$ cat src/rtl/cpu_pkg.sv
`default_nettype none

package cpu_pkg;

	// ------------------------------
	// Widths and memory geometry
	// ------------------------------
	localparam int RAM_WORDS = 256;
	localparam int RAM_LATENCY = 2;	// Strobe to ready pulse, in cycles
	localparam int CACHE_LINES = 8;
	localparam int CACHE_IDX_W = $clog2(CACHE_LINES);
	localparam int CACHE_TAG_W = 30 - CACHE_IDX_W;	// Word address bits above the index
	localparam int NUM_REGS = 16;

	typedef logic [31:0] word_t;
	typedef logic [3:0] reg_idx_t;
	typedef logic [$clog2(RAM_WORDS)-1:0] ram_addr_t;
	typedef logic [3:0] opc_t;

	// ------------------------------
	// Instruction fields
	// ------------------------------
	localparam int CLS_LO = 25;
	localparam int IMM_BIT = 25;	// Low class bit doubles as the immediate flag
	localparam int OPC_LO = 21;
	localparam int RN_LO = 16;
	localparam int RD_LO = 12;
	localparam int RM_LO = 0;
	localparam int IMM8_LO = 0;
	localparam int OFF_LO = 0;
	localparam int OFF_W = 24;
	localparam logic [1:0] CLS_DP = 2'b00;	// Upper two class bits
	localparam logic [2:0] CLS_B = 3'b101;

	localparam opc_t OPC_AND = 4'd0;
	localparam opc_t OPC_EOR = 4'd1;
	localparam opc_t OPC_SUB = 4'd2;
	localparam opc_t OPC_ADD = 4'd4;
	localparam opc_t OPC_ORR = 4'd12;
	localparam opc_t OPC_MOV = 4'd13;

	typedef struct packed {
		logic bubble;
		word_t insn;
		word_t pc;
	} stage_t;

	typedef struct packed {
		logic read;
		ram_addr_t addr;
	} bus_req_t;

	typedef struct packed {
		logic ready;
		word_t data;
	} bus_rsp_t;

	typedef struct packed {
		logic valid;
		reg_idx_t num;
		word_t data;
	} wb_t;

	typedef struct packed {
		logic we;
		ram_addr_t addr;
		word_t data;
	} load_t;

	typedef enum logic [1:0] {
		CS_IDLE,
		CS_READ,
		CS_FILL
	} cache_state_e;

	function automatic opc_t f_opc(word_t insn);
		return insn[OPC_LO +: 4];
	endfunction

	function automatic reg_idx_t f_rn(word_t insn);
		return insn[RN_LO +: 4];
	endfunction

	function automatic reg_idx_t f_rd(word_t insn);
		return insn[RD_LO +: 4];
	endfunction

	function automatic reg_idx_t f_rm(word_t insn);
		return insn[RM_LO +: 4];
	endfunction

	// Unknown opcodes fall out here and run as no-ops
	function automatic logic is_alu(word_t insn);
		return insn[CLS_LO+1 +: 2] == CLS_DP && (f_opc(insn) inside
			{OPC_AND, OPC_EOR, OPC_SUB, OPC_ADD, OPC_ORR, OPC_MOV});
	endfunction

	function automatic logic is_branch(word_t insn);
		return insn[CLS_LO +: 3] == CLS_B;
	endfunction

	function automatic logic uses_rn(word_t insn);
		return is_alu(insn) && f_opc(insn) != OPC_MOV;
	endfunction

	function automatic logic uses_rm(word_t insn);
		return is_alu(insn) && !insn[IMM_BIT];
	endfunction

endpackage

`default_nettype wire

$ cat src/rtl/fetch.sv
`timescale 1ns/100ps
`default_nettype none

module fetch import cpu_pkg::*; (
	input logic clk,
	input logic rst_n,
	output word_t rd_addr,
	output logic rd_req,
	input logic rd_wait,
	input word_t rd_data,
	input logic stall,
	input logic jmp,
	input word_t jmppc,
	output stage_t out
);

	word_t pc;

	assign rd_addr = pc;
	assign rd_req = !stall;	// No new lookups while the output is held

	always_ff @(posedge clk)
	begin
		if (!rst_n)
		begin
			pc <= '0;
			out.bubble <= 1'b1;
		end
		else if (jmp)
		begin
			pc <= jmppc;	// Redirect wins over stall and cache wait
			out.bubble <= 1'b1;
		end
		else if (!stall)
		begin
			if (rd_wait)
				out.bubble <= 1'b1;
			else
			begin
				out <= '{bubble: 1'b0, insn: rd_data, pc: pc};
				pc <= pc + 32'd4;
			end
		end
	end

endmodule

`default_nettype wire

$ cat config.mk
export PLATFORM = sky130hd
export DESIGN_NAME = fetch
export DESIGN_NICKNAME = d
export VERILOG_FILES = /design/src/rtl/cpu_pkg.sv /design/src/rtl/fetch.sv
export SDC_FILE = /design/constraint.sdc
export NUM_CORES = 1
export LEC_CHECK = 0
export ABC_AREA = 1
export BUFFER_PORTS_ARGS = -buffer_cell sky130_fd_sc_hd__buf_2
export CAP_MARGIN = 20
export CORE_MARGIN = 2
export CORE_UTILIZATION = 39
export DETAILED_ROUTE_END_ITERATION = 10
export PLACE_DENSITY_LB_ADDON = 0.05
export SLEW_MARGIN = 5
export SYNTH_ARGS = -nofsm -noshare
export SYNTH_HDL_FRONTEND = slang
export SYNTH_SLANG_ARGS = --single-unit
$ cat constraint.sdc
create_clock -name clk -period 2.9 [get_ports clk]
set_clock_uncertainty 0.1 [all_clocks]
set_input_delay 0.29 -clock clk [delete_from_list [all_inputs] [get_ports clk]]
set_output_delay 0.29 -clock clk [all_outputs]
set_load 0.005 [all_outputs]
==> impl_results.md, run 1 <==
* Worst setup SP type: register
* Fin crit share at 63.4%
* Worst Path Max Fanout at 6
* Syn avg cell area at 9.38 um^2
* LEAKAGE at 2.42 nW
* Syn_nets at between 500 and 600
* I/O pins at 167
* Synthesized cell area at 0.00416 mm^2
* Clk_lat worst skew at roughly 0.37 ns
* Worst slew pin tran at 0.616 ns
* Sw Ratio at 23.9%
* DP Area at between 0.005 and 0.006 mm^2
* Post-route cell area at 0.00570 mm^2
* Effective utilization at floorplan at between 40% and 50%
* PwrDens at 494 mW/mm^2
* WHS Path Cells at 3
* Die width at 107 um
* Highest routed layer: met4
* Critical path required time at 3.08 ns
* Die Ht at 107 um
* Top-area cell type share of the netlist area at between 40% and 50%
* Vias in the first global route at 3390
* Synth area leaders: edfxtp_1, dfxtp_1, nand2_1
* Outcome: completed
* Initial antenna violation count at 0
* Post-synth EDFFs at 64
* ANT nets after route at 0
* Core ar. at about 0.010 mm^2
* Die area at 0.0115 mm^2
* Row cnt at 37
* Logic pwr share at 9.4%
* Final hold violations at 0
* Final TNS setup at 0 ns
* Unique cell type count in the Yosys netlist at 32
* Syn-to-layout area delta at 36.8%
* Routed len/inst at ~14 um
* Synth Flop Type: edfxtp_1
* Crit. End Element: register
* Global route total overflow at 0
* Nets at 719
* Reg2Reg Setup Slack at 1.06 ns
* List of most frequent post-synthesis cells: nand2_1, edfxtp_1, inv_1, nor2_1, nand3_1
* Post-cts sizing count at 0
* ANT cells at 0
* Min Tclk post-route at 1.84 ns
* Final setup violation count at 0
* Final Wtd Congestion at 0.887
* Detailed-router iteration count before antenna repair at 5
* Clock power frac at 34.6%
* Layout cell share with drive strength beyond 1 at 31.4%
* Fin. max-slew vios at 0
* Inserted Clock Buffers at 9
* Worst r2r path cells at 10
* CTS Root Cell: clkbuf_8
* VDD IR max at 0.000257 V
* WP data arrival at 2.02 ns
* Final Util at a little under three fifths
* Total length of routed met3 wires at 847 um
* M1 wire length at 5120 um
* Ys async rst share at 0%
* Internal at 2.14 mW
* Initial DRC Count at 175
* CTS tree: done
* Most frequent cell after synthesis: nand2_1
* Drt total wl at roughly 11000 um
* Met2 routed WL at slightly above 5000 um
* Hpwl dp at 8030 um
* RSZ-0062 raised after global routing: no
* First-pass GRT wire length at 16800 um
* Highest Clock Rate at 544 MHz
* Number of synthesis warnings at 0
* Switch Pwr at 0.672 mW
* Setup Fix Bufs, Post-CTS at 0
* Critical path class: register to register
* Seq/Total Area, Yosys at 62.0%
* Largest area contributor in the netlist: edfxtp_1
* Hold Crit Class: input port to register
* CTS clk-pin slew, worst paths at approximately 0.10 ns
* Maxcap violations at 0
* H-Tree Depth at 3
* Mapped Cells at 444
* CTS Buffer Depth at 2
* # DRC at 0
* CTS Sinks at 97
* Sequential power share at between 50% and 60%
* Total track usage at 19.1%
* Synthesized flop and latch total at a little under 100
* DR vias at 3739
* Vias per cell at approximately 4.7
* Largest net degree at the start of global routing at 43
* Slew HR at between 50% and 60%
* IO Port Bufs at about 170
-- registers in the layout, summed over array words and instances (netlist names) --
register / cells
out: 65
rd_addr: 32
-- cell families after synthesis --
kind of cell / after synthesis / synth area share, %
and+or+nand+nor: 238 / 25.3
DFF: 97 / 62.0
buffers and inverters: 55 / 5.11
AOI/OAI and AO/OA: 47 / 5.98
xor gates and xnor gates: 6 / 1.26
adders and majority gates: 1 / 0.300
-- worst max-delay path, stage by stage, from the launching register on --
cell	delay [ns]
dfxtp_1	0.43
ha_1	0.23
nand2_1	0.07
nor2_1	0.22
nand3_1	0.19
nor2_4	0.22
nand2_1	0.07
nand2_1	0.06
nand3_1	0.07
nand2_1	0.06
inv_1	0.03
-- cells in the final DEF (no fill, tap or decap), types with 2 or more instances in the layout --
cell / instances
a31oi_1: 4
clkinv_1: 2
nand2_1: 133
nor2_2: 6
nor2_1: 43
dfxtp_1: 33
nor3_1: 2
bufinv_16: 2
xor2_1: 2
o21ai_0: 25
buf_4: 5
and2_1: 2
inv_6: 2
clkbuf_8: 9
nand3b_1: 2
nand3_1: 35
nand2_2: 3
edfxtp_1: 64
nor2_4: 7
a21oi_1: 12
inv_1: 43
xnor2_1: 4
dlygate4sd3_1: 32
o21ai_1: 3
buf_2: 166
nand4_1: 2
-- power by group through the flow --
stage	combinational (mW)	sequential (mW)	clock [mW]
2_1_floorplan	0.0991	1.60	0
3_3_place_gp	0.227	1.61	0
3_5_place_dp	0.232	1.61	0
4_1_cts	0.265	1.58	1.00
5_1_grt	0.294	1.59	1.05
6_report	0.263	1.58	0.975
-- path summary, 6_finish.rpt --
check,to,start
max,rd_addr[30]$_SDFFE_PN0N_,rd_addr[3]$_SDFFE_PN0N_
min,rd_addr[0]$_SDFFE_PN0P_,jmppc[0]
max reg2reg,rd_addr[30]$_SDFFE_PN0N_,rd_addr[3]$_SDFFE_PN0N_
min reg2reg,out[0]$_DFFE_PP_,rd_addr[0]$_SDFFE_PN0P_
-- routing by layer --
| layer | track usage, % | vias up |
|---|---|---|
| met5 | 0 | - |
| met1 | 25.8 | 1691 |
| met3 | 3.93 | 15 |
| met4 | 6.78 | 0 |
| li1 | - | 1869 |
| met2 | 30.7 | 164 |
-- metrics by stage --
| step | total power [mW] | cells | worst slack [ns] | hold slack, ns |
|---|---|---|---|---|
| final | 2.82 | 789 | 1.06 | 0.0486 |
| after global routing | 2.93 | 789 | 0.913 | 0.0483 |
| after CTS | 2.85 | 788 | 1.03 | 0.00339 |
| after detailed placement | 1.84 | 742 | 0.829 | 0.340 |
| after global placement | 1.84 | 742 | 0.910 | 0.334 |
| after floorplan | 1.70 | 444 | 0.763 | 0.289 |
-- area by class of cell --
| type | count | area, um^2 |
|---|---|---|
| Clock buffer | 9 | 124 |
| Sequential cell | 97 | 2580 |
| Inverter | 46 | 173 |
| Tap cell | 136 | 170 |
| Multi-Input combinational cell | 292 | 1370 |
| Timing Repair Buffer | 203 | 1190 |
| Clock inverter | 6 | 90.1 |
| Fill cell | 971 | 4630 |
-- repair_timing --
item,4_1_cts,5_1_grt
endpoints found under the hold margin,31,1
hold buffers,31,1
endpoints found under the setup margin,0,0
Power figures use the tool's default switching activity.
==> inputs of run 2 (changes only) <==
--- a/config.mk
+++ b/config.mk
@@ -5,7 +5,7 @@
 export SDC_FILE = /design/constraint.sdc
 export NUM_CORES = 1
 export LEC_CHECK = 0
-export ABC_AREA = 1
+export ABC_AREA = 0
 export BUFFER_PORTS_ARGS = -buffer_cell sky130_fd_sc_hd__buf_2
 export CAP_MARGIN = 20
 export CORE_MARGIN = 2
==> constraint.sdc (replaced) <==
create_clock -name clk -period 1.9 [get_ports clk]
set_clock_uncertainty 0.1 [all_clocks]
set_input_delay 0.19 -clock clk [delete_from_list [all_inputs] [get_ports clk]]
set_output_delay 0.19 -clock clk [all_outputs]
set_load 0.005 [all_outputs]
==> run 2 against run 1 <==
Setup slack got worse by 0.95 ns. Critical path depth fell by 5. Cell count shrank 14%. Clock power increased by 78%. Routed wire length is 2.1% lower. Sequential cell count unchanged. Count of clock-buffer cells in the layout grew 1. Area after synthesis shrank 5.3%. Combinational power up 73%. Synthesized cell count fell by 30%. Sequential power increased by 52%.
==> impl_results.md, run 2 <==
* Initial antenna violation count at 0 (unchanged)
* Final TNS setup at 0 ns (unchanged)
* Top-area cell type share of the netlist area at 48.7% (was 46.2%)
* Setup Fix Bufs, Post-CTS at 0 (unchanged)
* Vias per cell at 5.02 (was 4.74)
* Placed insts at 622 (was 742)
* Post-synth EDFFs at 64 (unchanged)
* DR vias at 3386 (was 3739)
* Die Ht at 105 um (was 107 um)
* Slew HR at 76.6% (was 58.9%)
* Highest Clock Rate at 558 MHz (was 544 MHz)
* Overall power at 4.60 mW (was 2.82 mW)
* Global route total overflow at 0 (unchanged)
* Most frequent cells in the layout: buf_2, edfxtp_1, dlygate4sd3_1 (was buf_2, nand2_1, edfxtp_1)
* Initial DRC Count at 158 (was 175)
* Critical path class: register to register (unchanged)
* ANT nets after route at 0 (unchanged)
* PwrDens at 799 mW/mm^2 (was 494 mW/mm^2)
* Row cnt at 36 (was 37)
* Hold WS at 0.0248 ns (was 0.0486 ns)
* Worst Path Max Fanout at 6 (unchanged)
* Die area at 0.0109 mm^2 (was 0.0115 mm^2)
* Crit. End Element: register (unchanged)
* Biggest register: out (unchanged)
* First-pass GRT wire length at 17600 um (was 16800 um)
* Maxcap violations at 0 (unchanged)
* Detailed-router iteration count before antenna repair at 4 (was 5)
* List of most frequent post-synthesis cells: edfxtp_1, dfxtp_1, o21ai_0, nand2_1, nand3_1 (was nand2_1, edfxtp_1, inv_1, nor2_1, nand3_1)
* Hold Crit Class: input port to register (unchanged)
* Die width at 105 um (was 107 um)
* Most frequent cell after synthesis: edfxtp_1 (was nand2_1)
* Synth area leaders: edfxtp_1, dfxtp_1, o21ai_0 (was edfxtp_1, dfxtp_1, nand2_1)
* Core ar. at 0.00977 mm^2 (was 0.0103 mm^2)
* VDD IR max at 0.000521 V (was 0.000257 V)
* Synth Flop Type: edfxtp_1 (unchanged)
* Ys async rst share at 0% (unchanged)
* Min Tclk post-route at 1.79 ns (was 1.84 ns)
* CTS tree: done (unchanged)
* Unique cell type count in the Yosys netlist at 50 (was 32)
* CTS clk-pin slew, worst paths at 0.09 ns (was 0.10 ns)
* Final Util at 58.8% (was 55.2%)
* Seq/Total Area, Yosys at 65.5% (was 62.0%)
* Hpwl dp at 7590 um (was 8030 um)
* Worst slew pin tran at 0.351 ns (was 0.616 ns)
* Drt total wl at 11000 um (was 11200 um)
* CTS Root Cell: clkbuf_8 (unchanged)
* Routed len/inst at 16.3 um (was 14.2 um)
* Most common cell after layout, fill and taps aside: buf_2 (unchanged)
* IO Port Bufs at 166 (unchanged)
* Clk_lat worst skew at 0.35 ns (was 0.37 ns)
* RSZ-0062 raised after global routing: no (unchanged)
* Fin crit share at 94.3% (was 63.4%)
* Worst setup SP type: register (unchanged)
* WP data arrival at 1.94 ns (was 2.02 ns)
* Layout cell share with drive strength beyond 1 at 41.7% (was 31.4%)
* Finished Layout Cells at 675 (was 789)
* Critical path required time at 2.05 ns (was 3.08 ns)
* Inserted Clock Buffers at 9 (unchanged)
* Effective utilization at floorplan at 40.4% (was 40.3%)
* LEAKAGE at 2.38 nW (was 2.42 nW)
* CTS Buffer Depth at 2 (unchanged)
* Largest area contributor in the netlist: edfxtp_1 (unchanged)
* Synthesized flop and latch total at 97 (unchanged)
* Total track usage at 20.2% (was 19.1%)
* Fin. max-slew vios at 0 (unchanged)
* Vias in the first global route at 3352 (was 3390)
* H-Tree Depth at 3 (unchanged)
* Max reg flops at 65 (unchanged)
* Final hold violations at 0 (unchanged)
* Nets at 607 (was 719)
* Synthesized cell area at 0.00395 mm^2 (was 0.00416 mm^2)
* Outcome: completed (unchanged)
* # DRC at 0 (unchanged)
* Mapped Cells at 309 (was 444)
* Final setup violation count at 0 (unchanged)
* Syn_nets at 379 (was 514)
* Syn avg cell area at 12.8 um^2 (was 9.38 um^2)
* Number of synthesis warnings at 0 (unchanged)
* CTS Sinks at 97 (unchanged)
* ANT cells at 0 (unchanged)
* Largest net degree at the start of global routing at 35 (was 43)
* I/O pins at 167 (unchanged)
* Final Wtd Congestion at 0.799 (was 0.887)
* Syn-to-layout area delta at 45.8% (was 36.8%)
-- run 2: timing repair --
action / 4_1_cts / 5_1_grt
gates resized for setup: 0 / 6
hold endpoints to repair: 37 / 0
hold buffers: 37 / 0
setup endpoints to repair: 0 / 5
-- run 2: kinds of logic after synthesis --
kind of cell | after synthesis | synth area share, %
xor+xnor | 10 | 2.22
fa+ha+maj | 1 | 0.317
mux | 3 | 0.761
buf+inv | 18 | 2.03
simple gates | 109 | 17.9
flops | 97 | 65.5
compound gates | 71 | 11.3
-- run 2: final cells by class --
class / count / area (um^2)
Fill cell: 846 / 4020
Sequential cell: 97 / 2590
Timing Repair Buffer: 230 / 1420
Multi-Input combinational cell: 194 / 1290
Tap cell: 133 / 166
Clock inverter: 6 / 138
Clock buffer: 10 / 128
Inverter: 5 / 21.3
-- run 2: worst max-delay path, cell delays in order, from the launching register on --
cell	delay [ns]
dfxtp_1	0.41
and4_1	0.22
buf_4	0.18
nand3_2	0.15
o311a_1	0.37
a211o_1	0.27
-- run 2: layer usage --
layer  global-route usage (%)  part of all wire [%]  up-vias
met1                     27.5                    46     1592
li1                         -                     -     1667
met4                     3.52                  0.59        0
met5                        0                     0        -
met2                     33.7                    48      121
met3                     4.55                   5.8        6
-- run 2: final timing paths --
path | startpoint | end | slack, ns | cells after the start
max | rd_addr[13]$_SDFFE_PN0N_ | rd_addr[25]$_SDFFE_PN0N_ | 0.11 | 5
min reg2reg | rd_addr[0]$_SDFFE_PN0P_ | out[0]$_DFFE_PP_ | 0.38 | 0
max reg2reg | rd_addr[13]$_SDFFE_PN0N_ | rd_addr[25]$_SDFFE_PN0N_ | 0.11 | 5
min | jmppc[12] | rd_addr[12]$_SDFFE_PN0N_ | 0.02 | 3
-- run 2: where the power goes --
part / internal [mW] / switching (mW) / total, mW
clock: 1.02 / 0.719 / 1.74
sequential: 2.33 / 0.0704 / 2.40
combinational: 0.244 / 0.212 / 0.456
total: 3.60 / 1.00 / 4.60
-- run 2: per-stage QoR --
stage | setup slack [ns] | cell area, um^2
detailed placement | 0.0833 | 5100
floorplan | 0.0549 | 3950
CTS | 0.0684 | 5730
global placement | 0.112 | 5100
global route | 0.00436 | 5750
finish | 0.108 | 5750
==> inputs of run 3 (changes only) <==
--- a/config.mk
+++ b/config.mk
@@ -5,10 +5,10 @@
 export SDC_FILE = /design/constraint.sdc
 export NUM_CORES = 1
 export LEC_CHECK = 0
-export ABC_AREA = 0
+export ABC_AREA = 1
 export BUFFER_PORTS_ARGS = -buffer_cell sky130_fd_sc_hd__buf_2
 export CAP_MARGIN = 20
-export CORE_MARGIN = 2
+export CORE_MARGIN = 5
 export CORE_UTILIZATION = 39
 export DETAILED_ROUTE_END_ITERATION = 10
 export PLACE_DENSITY_LB_ADDON = 0.05
==> run 3 against run 2 <==
Setup slack improved by 0.070 ns. Total power fell by 11%. First-iteration DRC count rose by 21%. Critical endpoint is now rd_addr[30]$_SDFFE_PN0N_.
==> impl_results.md, run 3 (synthesis results as in run 1) <==
* ANT nets after route at 0 (unchanged)
* DR vias at 3755 (was 3386)
* Fin. max-slew vios at 0 (unchanged)
* CTS clk-pin slew, worst paths at 0.10 ns (was 0.09 ns)
* DP Area at 0.00523 mm^2 (was 0.00510 mm^2)
* LEAKAGE at 2.47 nW (was 2.38 nW)
* Internal at 3.05 mW (was 3.60 mW)
* Most frequent cells in the layout: buf_2, nand2_1, edfxtp_1 (was buf_2, edfxtp_1, dlygate4sd3_1)
* PwrDens at 703 mW/mm^2 (was 799 mW/mm^2)
* Setup Fix Bufs, Post-CTS at 0 (unchanged)
* Initial DRC Count at 191 (was 158)
* CTS Buffer Depth at 2 (unchanged)
* Sequential power share at 58.6% (was 52.3%)
* Detailed-router iteration count before antenna repair at 4 (unchanged)
* Total track usage at 18.6% (was 20.2%)
* CTS tree: done (unchanged)
* Worst Setup SP: rd_addr[3]$_SDFFE_PN0N_ (was rd_addr[13]$_SDFFE_PN0N_)
* Final Util at 56.3% (was 58.8%)
* Post-route cell area at 0.00584 mm^2 (was 0.00575 mm^2)
* Final TNS setup at 0 ns (unchanged)
* Hold path endpoint: rd_addr[9]$_SDFFE_PN0N_ (was rd_addr[12]$_SDFFE_PN0N_)
* RSZ-0062 raised after global routing: no (unchanged)
* Reg2Reg Setup Slack at 0.18 ns (was 0.11 ns)
* Syn-to-layout area delta at 40.3% (was 45.8%)
* Hold Crit Class: input port to register (unchanged)
* WP data arrival at 1.90 ns (was 1.94 ns)
* Critical path required time at 2.08 ns (was 2.05 ns)
* Routed len/inst at 14.8 um (was 16.3 um)
* Global route total overflow at 0 (unchanged)
* Largest net degree at the start of global routing at 47 (was 35)
* H-Tree Depth at 3 (unchanged)
* Logic pwr share at 10.7% (was 9.9%)
* Most common cell after layout, fill and taps aside: buf_2 (unchanged)
* Worst slew pin tran at 0.345 ns (was 0.351 ns)
* Min Tclk post-route at 1.72 ns (was 1.79 ns)
* # DRC at 0 (unchanged)
* VDD IR max at 0.000333 V (was 0.000521 V)
* Crit. End Element: register (unchanged)
* Row cnt at 37 (was 36)
* Highest Clock Rate at 581 MHz (was 558 MHz)
* Vias per cell at 4.65 (was 5.02)
* Hold wc startpoint: jmppc[9] (was jmppc[12])
* Die area at 0.0128 mm^2 (was 0.0109 mm^2)
* Critical path class: register to register (unchanged)
* Slew HR at 76.9% (was 76.6%)
* Switch Pwr at 1.06 mW (was 1.00 mW)
* Final hold violations at 0 (unchanged)
* Inserted Clock Buffers at 9 (unchanged)
* CTS Sinks at 97 (unchanged)
* Vias in the first global route at 3739 (was 3352)
* IO Port Bufs at 166 (unchanged)
* Hpwl dp at 8650 um (was 7590 um)
* Maxcap violations at 0 (unchanged)
* Die width at 113 um (was 105 um)
* Finished Layout Cells at 807 (was 675)
* Reg2reg end: rd_addr[30]$_SDFFE_PN0N_ (was rd_addr[25]$_SDFFE_PN0N_)
* Biggest register: out (unchanged)
* Core ar. at 0.0104 mm^2 (was 0.00977 mm^2)
* WHS Path Cells at 3 (unchanged)
* Layout cell share with drive strength beyond 1 at 32.3% (was 41.7%)
* First-pass GRT wire length at 18900 um (was 17600 um)
* Final setup violation count at 0 (unchanged)
* Effective utilization at floorplan at 40.2% (was 40.4%)
* Fin crit share at 90.6% (was 94.3%)
* CTS Root Cell: clkbuf_8 (unchanged)
* Nets at 736 (was 607)
* Max reg flops at 65 (unchanged)
* Initial antenna violation count at 0 (unchanged)
* Crit Reg-Reg Startpoint: rd_addr[3]$_SDFFE_PN0N_ (was rd_addr[13]$_SDFFE_PN0N_)
* Final Wtd Congestion at 0.865 (was 0.799)
* Worst setup SP type: register (unchanged)
* Clk_lat worst skew at 0.37 ns (was 0.35 ns)
* Clock power frac at 30.7% (was 37.8%)
* Worst Path Max Fanout at 6 (unchanged)
* Placed insts at 749 (was 622)
* ANT cells at 0 (unchanged)
* Outcome: completed (unchanged)
* Drt total wl at 12000 um (was 11000 um)
* Worst r2r path cells at 10 (was 5)
* I/O pins at 167 (unchanged)
* Die Ht at 113 um (was 105 um)
* Sw Ratio at 25.8% (was 21.8%)
run 3: changes by cell type in the layout (fill, tap and decap cells not counted), moves of 10 or more:
cell	change
nor2_1	+34
nand3_1	+21
nand4_1	-10
inv_1	+40
buf_4	-15
nand2_1	+114
run 3: layer usage:
layer / share of wire [%] / vias to the layer above / track usage [%]
li1: - / 1901 / -
met4: 1.5 / 0 / 6.89
met3: 6.8 / 16 / 3.05
met5: 0 / - / 0
met2: 46 / 139 / 30.2
met1: 46 / 1699 / 25.2
run 3: metrics by stage:
| step | power [mW] | hold slack, ns | worst slack (ns) |
|---|---|---|---|
| floorplan | 2.60 | 0.189 | 0.212 |
| global placement | 2.82 | 0.267 | 0.141 |
| detailed placement | 2.83 | 0.268 | 0.0722 |
| CTS | 4.16 | 0.00805 | 0.0514 |
| global route | 4.30 | 0.0368 | 0.0205 |
| finish | 4.10 | 0.0257 | 0.178 |
run 3: how the worst max path moves through the flow:
stage / to / slack (ns) / cells past startpoint
2_1_floorplan: out[0]$_DFFE_PP_ / 0.21 / 4
3_3_place_gp: rd_addr[30]$_SDFFE_PN0N_ / 0.14 / 10
3_5_place_dp: rd_addr[30]$_SDFFE_PN0N_ / 0.07 / 10
4_1_cts: rd_addr[30]$_SDFFE_PN0N_ / 0.05 / 10
5_1_grt: rd_addr[30]$_SDFFE_PN0N_ / 0.02 / 10
6_report: rd_addr[30]$_SDFFE_PN0N_ / 0.18 / 10
run 3: repair_timing:
action	4_1_cts	5_1_grt
endpoints found under the hold margin	42	0
resized for setup	0	5
hold buffers	42	0
endpoints found under the setup margin	0	8
run 3: critical path, cell delays in order (launching register included):
cell	delay, ns
dfxtp_1	0.40
ha_2	0.23
nand2_1	0.07
nor2_2	0.18
nand3_2	0.14
nor2_4	0.20
nand2_1	0.07
nand2_1	0.06
nand3_1	0.07
nand2_1	0.06
inv_1	0.03
run 3: cell type report:
| cell class | instances | area (um^2) |
|---|---|---|
| clock buffers | 10 | 128 |
| clock inverters | 6 | 51.3 |
| fillers | 980 | 4530 |
| inverters | 46 | 173 |
| multi-input cells | 292 | 1380 |
| flip-flops and latches | 97 | 2580 |
| well taps | 136 | 170 |
| repair buffers | 220 | 1350 |
run 3: power groups by stage:
stage	Combinational [mW]	Sequential, mW	Clock (mW)
6_report	0.438	2.41	1.26
4_1_cts	0.443	2.41	1.30
3_3_place_gp	0.368	2.45	0
3_5_place_dp	0.374	2.46	0
5_1_grt	0.491	2.42	1.38
2_1_floorplan	0.152	2.45	0
