[config.mk]
export PLATFORM = sky130hd
export DESIGN_NAME = decode
export DESIGN_NICKNAME = d
export VERILOG_FILES = /design/src/rtl/cpu_pkg.sv /design/src/rtl/decode.sv
export SDC_FILE = /design/constraint.sdc
export NUM_CORES = 1
export LEC_CHECK = 0
export ABC_AREA = 0
export BUFFER_PORTS_ARGS = -buffer_cell sky130_fd_sc_hd__buf_4
export CAP_MARGIN = 30
export CORE_AREA = 2 2 90 92
export DETAILED_ROUTE_END_ITERATION = 7
export DIE_AREA = 0 0 92 94
export PLACE_DENSITY_LB_ADDON = 0.2
export SLEW_MARGIN = 40
export SYNTH_ARGS = -nofsm -noshare
export SYNTH_HDL_FRONTEND = slang
export SYNTH_SLANG_ARGS = --single-unit
[constraint.sdc]
create_clock -name clk -period 1.07 [get_ports clk]
set_input_delay 0.2675 -clock clk [delete_from_list [all_inputs] [get_ports clk]]
set_output_delay 0.2675 -clock clk [all_outputs]
set_load 0.05 [all_outputs]
[src/rtl/cpu_pkg.sv]
`default_nettype none

package cpu_pkg;

	// ------------------------------
	// Widths and memory geometry
	// ------------------------------
	localparam int RAM_WORDS = 256;
	localparam int RAM_LATENCY = 2;	// Strobe to ready pulse, in cycles
	localparam int CACHE_LINES = 8;
	localparam int CACHE_IDX_W = $clog2(CACHE_LINES);
	localparam int CACHE_TAG_W = 30 - CACHE_IDX_W;	// Word address bits above the index
	localparam int NUM_REGS = 16;

	typedef logic [31:0] word_t;
	typedef logic [3:0] reg_idx_t;
	typedef logic [$clog2(RAM_WORDS)-1:0] ram_addr_t;
	typedef logic [3:0] opc_t;

	// ------------------------------
	// Instruction fields
	// ------------------------------
	localparam int CLS_LO = 25;
	localparam int IMM_BIT = 25;	// Low class bit doubles as the immediate flag
	localparam int OPC_LO = 21;
	localparam int RN_LO = 16;
	localparam int RD_LO = 12;
	localparam int RM_LO = 0;
	localparam int IMM8_LO = 0;
	localparam int OFF_LO = 0;
	localparam int OFF_W = 24;
	localparam logic [1:0] CLS_DP = 2'b00;	// Upper two class bits
	localparam logic [2:0] CLS_B = 3'b101;

	localparam opc_t OPC_AND = 4'd0;
	localparam opc_t OPC_EOR = 4'd1;
	localparam opc_t OPC_SUB = 4'd2;
	localparam opc_t OPC_ADD = 4'd4;
	localparam opc_t OPC_ORR = 4'd12;
	localparam opc_t OPC_MOV = 4'd13;

	typedef struct packed {
		logic bubble;
		word_t insn;
		word_t pc;
	} stage_t;

	typedef struct packed {
		logic read;
		ram_addr_t addr;
	} bus_req_t;

	typedef struct packed {
		logic ready;
		word_t data;
	} bus_rsp_t;

	typedef struct packed {
		logic valid;
		reg_idx_t num;
		word_t data;
	} wb_t;

	typedef struct packed {
		logic we;
		ram_addr_t addr;
		word_t data;
	} load_t;

	typedef enum logic [1:0] {
		CS_IDLE,
		CS_READ,
		CS_FILL
	} cache_state_e;

	function automatic opc_t f_opc(word_t insn);
		return insn[OPC_LO +: 4];
	endfunction

	function automatic reg_idx_t f_rn(word_t insn);
		return insn[RN_LO +: 4];
	endfunction

	function automatic reg_idx_t f_rd(word_t insn);
		return insn[RD_LO +: 4];
	endfunction

	function automatic reg_idx_t f_rm(word_t insn);
		return insn[RM_LO +: 4];
	endfunction

	// Unknown opcodes fall out here and run as no-ops
	function automatic logic is_alu(word_t insn);
		return insn[CLS_LO+1 +: 2] == CLS_DP && (f_opc(insn) inside
			{OPC_AND, OPC_EOR, OPC_SUB, OPC_ADD, OPC_ORR, OPC_MOV});
	endfunction

	function automatic logic is_branch(word_t insn);
		return insn[CLS_LO +: 3] == CLS_B;
	endfunction

	function automatic logic uses_rn(word_t insn);
		return is_alu(insn) && f_opc(insn) != OPC_MOV;
	endfunction

	function automatic logic uses_rm(word_t insn);
		return is_alu(insn) && !insn[IMM_BIT];
	endfunction

endpackage

`default_nettype wire

[src/rtl/decode.sv]
`timescale 1ns/100ps
`default_nettype none

module decode import cpu_pkg::*; (
	input logic clk,
	input logic rst_n,
	input stage_t in,
	input logic stall,
	output reg_idx_t rd_num_a,
	output reg_idx_t rd_num_b,
	input word_t rd_data_a,
	input word_t rd_data_b,
	output word_t op1,
	output word_t op2
);

	word_t op2_next;

	assign rd_num_a = f_rn(in.insn);
	assign rd_num_b = f_rm(in.insn);
	assign op2_next = in.insn[IMM_BIT] ? word_t'(in.insn[IMM8_LO +: 8]) : rd_data_b;

	// Holds with issue so the operands stay paired with the issued instruction
	always_ff @(posedge clk)
	begin
		if (!rst_n)
		begin
			op1 <= '0;
			op2 <= '0;
		end
		else if (!stall)
		begin
			op1 <= rd_data_a;
			op2 <= op2_next;
		end
	end

endmodule

`default_nettype wire

==> summary.md, run 1 <==
The routed design uses 633 um of met3 wire. For the clock group share of total power, the log shows 35.7%. For this run the aggregate overflow at the end of global routing stands at 0. Signal arrival time at the worst endpoint: 840 ps.

Static timing analysis puts the maximum clock frequency at 0.904 GHz. The number of nets in the synthesized netlist is 385. The signal on the critical path passes through buf_8.

For this run, the share of the core covered by cells in the final layout is 61.9%. The final net count was 538; the compound-cell area share of the yosys netlist was 9.67%. For the via count of the first global-routing pass, the log shows 2,340. For this run, design rule violations remaining after detail routing come to 0. Routability-driven placement finished with a final weighted congestion of 0.646.

The flow ran to the end, but the final reports show violations. The number of failing hold endpoints at the final stage is 0. Synthesis produced a netlist whose cell count is 253.

Category of the worst setup path capture point: a primary output. After Yosys synthesis, XOR and XNOR cells account for 0% of the synthesized area. After Yosys synthesis, and, or, nand and nor cells account for 20.5% of the synthesized area.

Category of cells accounting for the largest share of critical-path delay: flip-flops. In the routed layout, each cell is associated on average with a via count of 4.51. The run gives 64 as the total clock sinks.

Of the synthesized area, sequential elements account for 47.6%. Following the worst setup path forward leads to its endpoint at op1[26]. Adding up every negative setup slack in the final design gives -1100 ps. Of the total synthesized cell area, the portion taken by full adders, half adders and majority gates is 0%. By area, the combinational part of the netlist is dominated by simple AND/OR/NAND/NOR gates. For the power consumption, the log shows 6.49 mW. In this run, post-CTS hold repair placed 0 buffers. The die footprint is 8650 um2.

The Yosys step of the flow raised 0 warnings. The internal portion of the total power is 4.72 mW. Leaving out fill and tap cells, the most frequent cell in the layout is sky130_fd_sc_hd__buf_4.

The logs give 2,309 for the vias after detailed routing and 270 ps for the setup slack on the worst flop-to-flop path. Setup repair after global routing could not meet its margin everywhere. Headroom to the max-slew limit came out at 62.1%. The first global-routing pass estimated 10,900 um of wire. The logs give 2690 um2 for the area of the mapped netlist and 7610 um2 for the placeable core region. In this run, synthesis produced a sequential element count of 64. The routed design could run at a clock period as short as 1110 ps. The clock root buffer is sky130_fd_sc_hd__clkbuf_8. The first detailed-routing pass ran for 4 iterations. From synthesis to final layout, the design area changed by 75.1%.

The routed metal-1 wirelength was 2830 um; the number of antenna violations at the first check in global routing was 0. Largest fanout on the critical path: 2. The tool flagged a number of max-cap violations equal to 0. Setup violations remaining at the end of the flow were counted as 64.

The per-instance average area after synthesis came out at 10.6 um2. Cell with the biggest individual delay on the critical path: sky130_fd_sc_hd__dfxtp_2. After synthesis, the share of cell area in mux cells is 15.3%. The clock slew at the register clock pins of the worst setup and hold paths was 70 ps.

The clock insertion delay at the later pin of the skew report is 330 ps, and the peak per-stage delay on the critical path is 360 ps. The endpoint identified for the worst register-to-register timing path is op2[23]$_SDFFE_PN0N_. The worst supply voltage drop on vdd is 0.861 mV.

The post-placement worst setup slack was -131 ps; the net load switching power was 1.76 mW. The count of nets left with antenna violations once routing finished came out at 0. The tools report the met2 wire length as 3310 um. After detailed routing, the average wire length per cell comes to 13.4 um. TritonCTS built the clock tree. The tools report the count of H-tree levels built during CTS as 3.

For the pin with the worst max-slew slack, the measured transition is 568 ps. Number of antenna diodes: 0. The vertical die dimension came out at 94 um. The number of buffers on the longest clock path is 2, and the starting utilization of the core area is 35.4%. The tools report the count of pins over their slew limit as 0. Global routing used 15.9% of the available tracks across all layers. The run gives 4600 um as the post-DP HPWL.

The sum of routed wire length over all layers is 6880 um. In this run switching power makes up 27.2% of total power. For this design the static power due to leakage is 2.18 nW.

Leaving out fill and tap cells, the most frequent cells in the layout are sky130_fd_sc_hd__buf_4, sky130_fd_sc_hd__dfxtp_2, sky130_fd_sc_hd__buf_8. The initial detailed-routing violation count came out at 23. The I/O pin count came out at 204. The tightest min-delay check is of the in2reg type. Number of placement rows: 32. Share of final-layout standard cells stronger than drive strength 1: 62.7%. The critical path is of the reg2out type.

In this run, the combinational gates consume 23.6% of the power. The count of buffer and inverter cells on the critical path came out at 1. The clock skew after layout was 0 ps. The port buffer count is 143, and the largest net degree at the start of global routing is 65. The tools report the kind of start point of the critical path as a flop. In this run the power density over the cells is 1380 nW/um2.

The overall die width came out at 92 um. The worst setup margin came out at -36.6 ps. The synthesized netlist contains 13 unique library cells. The cell count along the critical path was 1; the ratio of final minimum period to clock period was 103%. The worst register-to-register path has a depth of 4. The checks that failed: negative setup slack. Fill cells in the final layout number 660. Routed signal wires occupy layers up through met4. The tools report the startpoint of the most critical register-to-register path as op2[23]$_SDFFE_PN0N_.

The critical path starts at op1[26]$_SDFFE_PN0N_. The worst path required time is 800 ps, and the number of buffers inserted during clock tree synthesis is 9. Registers are responsible for 40.8% of the overall power.
==> kinds of logic (layout without fill, tap and decap cells) <==
group           Yosys count  in the layout
simple gates             88             88
mux                      40             40
flops                    64             64
buf+inv                  29            186
compound gates           32             32
==> power by group through the flow <==
stage	logic [mW]	registers [mW]	clock network (mW)
3_5_place_dp	1.35	2.63	0
2_1_floorplan	0.434	3.07	0
6_report	1.53	2.65	2.31
5_1_grt	1.61	2.66	2.49
4_1_cts	1.50	2.64	2.38
3_3_place_gp	1.33	2.62	0
==> stage by stage <==
| stage | hold slack, ps | cell area (um2) | instances |
|---|---|---|---|
| after floorplan | 434 | 2690 | 253 |
| after global placement | 439 | 3870 | 485 |
| after detailed placement | 445 | 3870 | 485 |
| after CTS | 173 | 4610 | 505 |
| after global routing | 186 | 4710 | 512 |
| final | 187 | 4710 | 512 |
==> sequential cells by signal (all words and copies together), names as in the netlist <==
signal and flops:
op1 32, op2 32
==> repair_timing <==
action	CTS	global route
gates resized for setup	169	14
buffers inserted	5	7
setup endpoints to repair	64	64
==> routing by layer <==
| layer | track usage [%] | vias to the layer above |
|---|---|---|
| li1 | - | 1147 |
| met3 | 5.62 | 8 |
| met4 | 6.72 | 0 |
| met2 | 26.1 | 93 |
| met5 | 0 | - |
| met1 | 18.9 | 1061 |
==> cell usage after synthesis (all sizes together) <==
library cell | n | area share (%)
nor2b | 32 | 7.4
or3b | 24 | 7.8
mux2 | 8 | 3.3
nand2b | 8 | 1.9
clkbuf | 8 | 1.1
a21boi | 24 | 6.7
o211a | 8 | 3.0
buf | 21 | 5.9
mux2i | 32 | 12
nand2 | 24 | 3.3
dfxtp | 64 | 48
==> area by class of cell <==
type	count	area [um2]	area share, %
timing repair buffer	171	1780	37.8
sequential	64	1360	28.9
multi-input combinational	160	1220	25.9
clock buffer	12	155	3.29
tap	102	128	2.71
clock inverter	3	65.1	1.38
==> worst min path at each step <==
stage	from	end	slack (ps)	depth (start not counted)
after floorplan	rd_data_a[0]	op1[0]$_SDFFE_PN0N_	430	2
after global placement	op2[31]$_SDFFE_PN0N_	op2[31]$_SDFFE_PN0N_	440	2
after detailed placement	op2[31]$_SDFFE_PN0N_	op2[31]$_SDFFE_PN0N_	450	2
after CTS	rd_data_a[30]	op1[30]$_SDFFE_PN0N_	170	3
after global routing	rd_data_a[27]	op1[27]$_SDFFE_PN0N_	190	3
final	rd_data_a[8]	op1[8]$_SDFFE_PN0N_	190	3
Note: power is estimated with default switching activity, not from simulation.
==> run 2, diff against run 1 <==
--- a/config.mk
+++ b/config.mk
@@ -8,9 +8,11 @@
 export ABC_AREA = 0
 export BUFFER_PORTS_ARGS = -buffer_cell sky130_fd_sc_hd__buf_4
 export CAP_MARGIN = 30
-export CORE_AREA = 2 2 90 92
+export CELL_PAD_IN_SITES_DETAIL_PLACEMENT = 0
+export CELL_PAD_IN_SITES_GLOBAL_PLACEMENT = 1
+export CORE_AREA = 2 2 107 109
 export DETAILED_ROUTE_END_ITERATION = 7
-export DIE_AREA = 0 0 92 94
+export DIE_AREA = 0 0 109 111
 export PLACE_DENSITY_LB_ADDON = 0.2
 export SLEW_MARGIN = 40
 export SYNTH_ARGS = -nofsm -noshare
==> summary.md, run 2 (synthesis results as in run 1) <==
The vertical die dimension is 111 um (+18%). Leaving out fill and tap cells, the most frequent cell in the layout is sky130_fd_sc_hd__buf_4. The number of cells in the design after placement is 526 (+8.5%). The tools report the met1 global-route usage as 15.6% (-3.3 points). The flow ran to the end, but the final reports show violations. Leaving out fill and tap cells, the most frequent cells in the layout are sky130_fd_sc_hd__buf_4, sky130_fd_sc_hd__dfxtp_2, sky130_fd_sc_hd__buf_8. The logs give 0 (unchanged) for the number of nets with antenna violations after routing and 0 (unchanged) for the number of max-cap violations.

Worst setup margin: -15.8 ps (+20.9 ps). The count of buffer and inverter cells on the critical path was 1 (unchanged). The clock slew at the register clock pins of the worst setup and hold paths was 60 ps (about the same); the wire length of the first global-routing pass was 11,600 um (+6.2%). The overall die width is 109 um (+18%), and the number of buffers inserted during clock tree synthesis is 9 (unchanged). For the total clock sinks, the log shows 64 (unchanged). The root buffer cell chosen for the clock tree is sky130_fd_sc_hd__clkbuf_16.

The type of the worst setup path was reg2out. The minimum clock period after layout came out at 1090 ps (-20.9 ps). The worst setup path is launched from a flop. The min-delay analysis places its worst path in the category in2reg. The signal on the critical path passes through buf_8. For the number of antenna violations at the first check in global routing, the log shows 0 (unchanged). The average vias per placed instance works out to 4.18 (-7.3%).

The share of final-layout standard cells stronger than drive strength 1 is 62.7% (about the same). For the number of buffers on the longest clock path, the log shows 2 (unchanged). The transition time of the tightest slew-check pin was 219 ps (-349 ps); the final net count was 535 (-0.56%). Cell with the biggest individual delay on the critical path: sky130_fd_sc_hd__dfxtp_2. The leakage dissipation is 2.23 nW (+2.1%).

The number of placement rows was 39 (+22%); the met2 capacity usage during global routing was 18.1% (-8.0 points). Worst supply voltage drop on vdd: 0.826 mV (-4.0%). The largest net degree at the start of global routing was 43 (-34%); the I/O pin count was 204 (unchanged). Worst path required time: 800 ps (about the same). The die footprint is 12,100 um2 (+40%), and the ratio of final minimum period to clock period is 101% (-2.0 points). The initial detailed-routing violation count came out at 72 (+210%). The total routing resource utilization after global routing came out at 12.3% (-3.6 points).

The number of hold buffers added after CTS is 0 (unchanged), and the count of H-tree levels built during CTS is 3 (unchanged). For the via count of the first global-routing pass, the log shows 2,362 (+0.94%). The tools report the category of the worst setup path capture point as a primary output. For the starting utilization of the core area, the log shows 24.3% (-11 points).

The run gives 320 ps (about the same) as the clock insertion delay at the later pin of the skew report. In the final layout, the registers with the most flip-flops are op1 x32, op2 x32. The peak per-stage delay on the critical path works out to 340 ps (-20 ps).

The area growth from synthesis to layout is 81.4%. The run gives 0 ps (unchanged) as the clock skew after layout. The count of pins over their slew limit is 0 (unchanged). The post-DP HPWL is 4930 um (+7.2%), and the sum of routed wire length over all layers is 7280 um (+5.8%).

Headroom to the max-slew limit: 85.4% (+23 points). Setup repair after global routing could not meet its margin everywhere. The signal arrival time at the worst endpoint is 820 ps (-20 ps), and the number of endpoints failing setup at the final stage is 40 (-38%). TritonCTS built the clock tree.

The final reports fail on negative setup slack. The number of antenna diodes was 0 (unchanged); the number of failing hold endpoints at the final stage was 0 (unchanged). The logs give 0.659 (+2.1%) for the global placer's final weighted congestion and 5.11% (-0.50 points) for the met3 global-route usage. The vias after detailed routing came out at 2,300 (-0.39%).

Final total negative setup slack: -239 ps (+863 ps). The final standard cell utilization of the core was 44.1% (-18 points); the final standard cell count with taps included and fillers excluded was 550 (+7.4%). The largest fanout on the critical path came out at 2 (unchanged).

The layer with the highest usage after global routing was met2. Port buffer count: 143 (unchanged). The run gives 11,100 um2 (+46%) as the placeable core region. The category of cells accounting for the largest share of critical-path delay is flip-flops. Number of detailed-routing iterations run before antenna repair: 4 (unchanged).

The power per cell area came out at 1540 nW/um2 (+12%). The tools report the post-route DRC violation count as 0 (unchanged). The power consumption is 7.51 mW (+16%), and the detail-routed net length per standard cell is 13.2 um (-1.5%). The sum of overflow across all layers after global routing is 0 (unchanged).

Maximum clock rate: 0.921 GHz (+1.9%).
-- run 2: path summary, 6_finish.rpt --
kind	start	end	slack, ps	depth (start not counted)
max	op2[9]$_SDFFE_PN0N_	op2[9]	-20	1
min	rd_data_a[15]	op1[15]$_SDFFE_PN0N_	190	3
max reg2reg	op2[31]$_SDFFE_PN0N_	op2[31]$_SDFFE_PN0N_	290	4
min reg2reg	op2[24]$_SDFFE_PN0N_	op2[24]$_SDFFE_PN0N_	470	2
-- run 2: final cells by class --
type,count,area (um2)
clock inverters,2,60.1
repair buffers,168,1780
flip-flops and latches,64,1360
fillers,1035,6200
well taps,143,179
clock buffers,13,280
multi-input cells,160,1220
-- run 2: per-layer routing --
| metal | part of all wire (%) | vias to the layer above | wire length [um] |
|---|---|---|---|
| li1 | - | 1144 | - |
| met1 | 43 | 1061 | 3150 |
| met2 | 46 | 87 | 3330 |
| met3 | 9.7 | 8 | 708 |
| met4 | 1.2 | 0 | 88 |
| met5 | 0 | - | 0 |
-- run 2: report_power, final --
part	switching (mW)	internal, mW	leakage [nW]
sequential	0.105	2.54	0.551
combinational	0.770	0.762	1.51
clock	1.05	2.28	0.168
total	1.92	5.59	2.23
-- run 2: timing repair --
action,4_1_cts,5_1_grt
setup buffers,4,5
gates resized for setup,168,17
endpoints found under the setup margin,64,64
-- run 2: per-stage QoR --
step / setup slack [ps] / instance area (um2) / hold slack [ps]
global route: -53.3 / 4880 / 190
finish: -15.8 / 4880 / 194
global placement: -121 / 3940 / 446
CTS: -37.3 / 4780 / 179
floorplan: 24.1 / 2690 / 434
detailed placement: -138 / 3940 / 452
==> run 3, diff against run 2 <==
--- a/config.mk
+++ b/config.mk
@@ -10,10 +10,12 @@
 export CAP_MARGIN = 30
 export CELL_PAD_IN_SITES_DETAIL_PLACEMENT = 0
 export CELL_PAD_IN_SITES_GLOBAL_PLACEMENT = 1
-export CORE_AREA = 2 2 107 109
+export CORE_AREA = 3 3 108 110
 export DETAILED_ROUTE_END_ITERATION = 7
-export DIE_AREA = 0 0 109 111
+export DIE_AREA = 0 0 111 113
+export GPL_TIMING_DRIVEN = 0
 export PLACE_DENSITY_LB_ADDON = 0.2
+export SETUP_SLACK_MARGIN = 0.1
 export SLEW_MARGIN = 40
 export SYNTH_ARGS = -nofsm -noshare
 export SYNTH_HDL_FRONTEND = slang
==> summary.md, run 3 (synthesis results as in run 1) <==
The logs give 5650 um (+15%) for the post-DP HPWL and 340 ps (+20 ps) for the clock insertion delay at the later pin of the skew report. Clock root buffer: sky130_fd_sc_hd__clkbuf_8. The net switching fraction of the power is 28.0% (+2.4 points), and the number of nets with antenna violations after routing is 0 (unchanged). The vertical die dimension was 113 um (+1.8%).

The largest registers in the layout are op1 x32, op2 x32. The number of failing hold endpoints at the final stage was 0 (unchanged); the sequential cell area was 1360 um2 (unchanged). The count of buffer and inverter cells on the critical path was 1 (unchanged); the number of buffers on the longest clock path was 2 (unchanged).

The sum of overflow across all layers after global routing was 0 (unchanged). The cell with the biggest individual delay on the critical path was sky130_fd_sc_hd__dfxtp_2. The combined area of the multi-input logic cells is 1240 um2 (+1.5%), and the largest fanout on the critical path is 2 (unchanged).

The transition time of the tightest slew-check pin was 375 ps (+156 ps); the via count of the first global-routing pass was 2,375 (+0.55%). The count of H-tree levels built during CTS came out at 3 (unchanged). The tightest min-delay check is of the in2reg type. The tools report the number of endpoints failing setup at the final stage as 64 (+60%). From synthesis to final layout, the design area changed by 79.3%. For the vias after detailed routing, the log shows 2,339 (+1.7%). The tools report the final net count as 550 (+2.8%). The number of antenna violations at the first check in global routing is 0 (unchanged). The fill cell total of the finished layout was 1,037 (+0.19%); the share of final-layout standard cells stronger than drive strength 1 was 62.1% (-0.57 points). The total clock sinks came out at 64 (unchanged). Power per cell area: 1370 nW/um2 (-11%).

Clock group share of total power: 35.7% (-8.7 points). The number of placement rows came out at 38 (-2.6%). For the net load switching power, the log shows 1.85 mW (-4.0%). The type of the worst setup path is reg2out. I/O pin count: 204 (unchanged).

The number of buffers inserted during clock tree synthesis was 9 (unchanged); the cell count along the critical path was 1 (unchanged). The worst supply voltage drop on vdd was 0.639 mV (-23%). The overall die width came out at 111 um (+1.8%).

Reg-to-reg endpoint: op2[22]$_SDFFE_PN0N_. The depth of the worst register-to-register path was 3 (-1); the post-placement worst setup slack was -225 ps (-86.9 ps). The headroom to the max-slew limit came out at 75.0% (-10 points).

The tools report the capture point of the critical path as op2[24]. The peak per-stage delay on the critical path is 350 ps (about the same), and the total routing resource utilization after global routing is 12.6% (+0.29 points). The starting utilization of the core area came out at 24.9% (+0.64 points).

The logic gate share of total power is 24.2% (+3.8 points). The library cells used most frequently in the layout, excluding fill and tap cells, are sky130_fd_sc_hd__buf_4, sky130_fd_sc_hd__dfxtp_2, sky130_fd_sc_hd__buf_8. The startpoint of the most critical register-to-register path was op2[22]$_SDFFE_PN0N_.

The part of the total power dissipated in sequential elements was 40.1% (+4.9 points). The run finished, with violations left. The power consumption was 6.59 mW (-12%). The category of cells accounting for the largest share of critical-path delay is flip-flops. Count of pins over their slew limit: 0 (unchanged).

The minimum clock period after layout was 1110 ps (+23.5 ps). The largest net degree at the start of global routing is 11 (-74%). The post-route DRC violation count was 0 (unchanged). The tools report the leakage dissipation as 2.23 nW (about the same). The average vias per placed instance was 4.16 (-0.48%). The final reports fail on negative setup slack. Detail-routed net length per standard cell: 14.0 um (+5.6%).

TritonCTS built the clock tree. Initial detailed-routing violation count: 100 (+39%). For the number of hold buffers added after CTS, the log shows 0 (unchanged). For the clock skew after layout, the log shows 0 ps (unchanged). The logs give 7860 um (+7.9%) for the sum of routed wire length over all layers and 0.901 GHz (-2.1%) for the maximum clock rate. The clock slew at the register clock pins of the worst setup and hold paths came out at 70 ps (about the same).

Signal arrival time at the worst endpoint: 840 ps (+20 ps). Setup repair after global routing could not meet its margin everywhere. The internal power was 4.74 mW (-15%); the ratio of final minimum period to clock period was 104% (+2.2 points). STA classifies the critical path endpoint as a primary output.

The logs give 12,500 um (+7.7%) for the wire length of the first global-routing pass and 0.670 (+1.6%) for the global placer's final weighted congestion. The port buffer count is 145 (+1.4%), and the worst setup margin is -39.3 ps (-23.5 ps). For the die footprint, the log shows 12,500 um2 (+3.7%). For the placeable core region, the log shows 10,800 um2 (-2.6%). In this run the worst setup path begins at op2[24]$_SDFFE_PN0N_. The tools report the number of detailed-routing iterations run before antenna repair as 3 (-1). The library cell used most frequently in the layout, excluding fill and tap cells, is sky130_fd_sc_hd__buf_4. The kind of start point of the critical path was a flop. The number of max-cap violations is 0 (unchanged). The tools report the worst path required time as 800 ps (about the same). Walking the worst path, the cells encountered are buf_8.

The number of antenna diodes came out at 0 (unchanged). Setup slack on the worst flop-to-flop path: 360 ps (+70 ps).
==> run 3: cell count changes in the layout (fill, tap and decap cells not counted), sizes merged <==
cell | before | now
buf | 168 | 175
clkinv | 0 | 1
clkbuf | 13 | 20
==> run 3: area by class of cell <==
class,instances,area share [%]
clock buffer,12,3.22
buffer,29,4.59
sequential,64,28.2
tap,140,3.63
multi-input combinational,160,25.7
clock inverter,3,1.35
timing repair buffer,154,33.3
==> run 3: routing by layer <==
metal | share of wire [%] | GRT usage (%) | wire (um) | vias to the layer above
met2 | 44 | 18.0 | 3420 | 98
met3 | 11 | 6.52 | 851 | 9
met4 | 1.2 | 4.93 | 94 | 0
met1 | 44 | 16.1 | 3490 | 1052
met5 | 0 | 0 | 0 | -
li1 | - | - | - | 1180
==> run 3: worst min path at each step <==
stage | startpoint | to | slack [ps] | cells past startpoint
5_1_grt | rd_data_a[28] | op1[28]$_SDFFE_PN0N_ | 160 | 3
3_5_place_dp | op2[28]$_SDFFE_PN0N_ | op2[28]$_SDFFE_PN0N_ | 450 | 2
4_1_cts | rd_data_a[10] | op1[10]$_SDFFE_PN0N_ | 150 | 3
2_1_floorplan | rd_data_a[0] | op1[0]$_SDFFE_PN0N_ | 430 | 2
6_report | rd_data_a[27] | op1[27]$_SDFFE_PN0N_ | 180 | 3
3_3_place_gp | op2[31]$_SDFFE_PN0N_ | op2[31]$_SDFFE_PN0N_ | 450 | 2
==> run 3: power groups by stage <==
stage,Sequential (mW),Clock (mW),Combinational [mW]
CTS,2.64,2.46,1.58
floorplan,3.07,0,0.456
finish,2.64,2.35,1.59
global route,2.66,2.57,1.69
global placement,2.62,0,1.42
detailed placement,2.63,0,1.43
==> run 3: stage by stage <==
| step | area (um2) | TNS [ps] | cells | hold slack, ps | utilization [%] |
|---|---|---|---|---|---|
| after floorplan | 2740 | 0 | 253 | 434 | - |
| after global placement | 4010 | -6460 | 538 | 450 | 37.1 |
| after detailed placement | 4010 | -6440 | 538 | 454 | 37.1 |
| after CTS | 4720 | -3660 | 553 | 149 | 43.7 |
| after global routing | 4820 | -4590 | 562 | 156 | 44.7 |
| final | 4820 | -1620 | 562 | 179 | 44.7 |
==> run 3: what timing repair did <==
item	in CTS	in global routing
buffers inserted	0	9
resized for setup	174	12
endpoints found under the setup margin	64	69
==> run 3: worst register-to-register path, cell delays in order (launching register included) <==
cell and delay (ps):
sky130_fd_sc_hd__dfxtp_2 350, sky130_fd_sc_hd__buf_4 110, sky130_fd_sc_hd__nand2_1 40, sky130_fd_sc_hd__a21boi_1 140
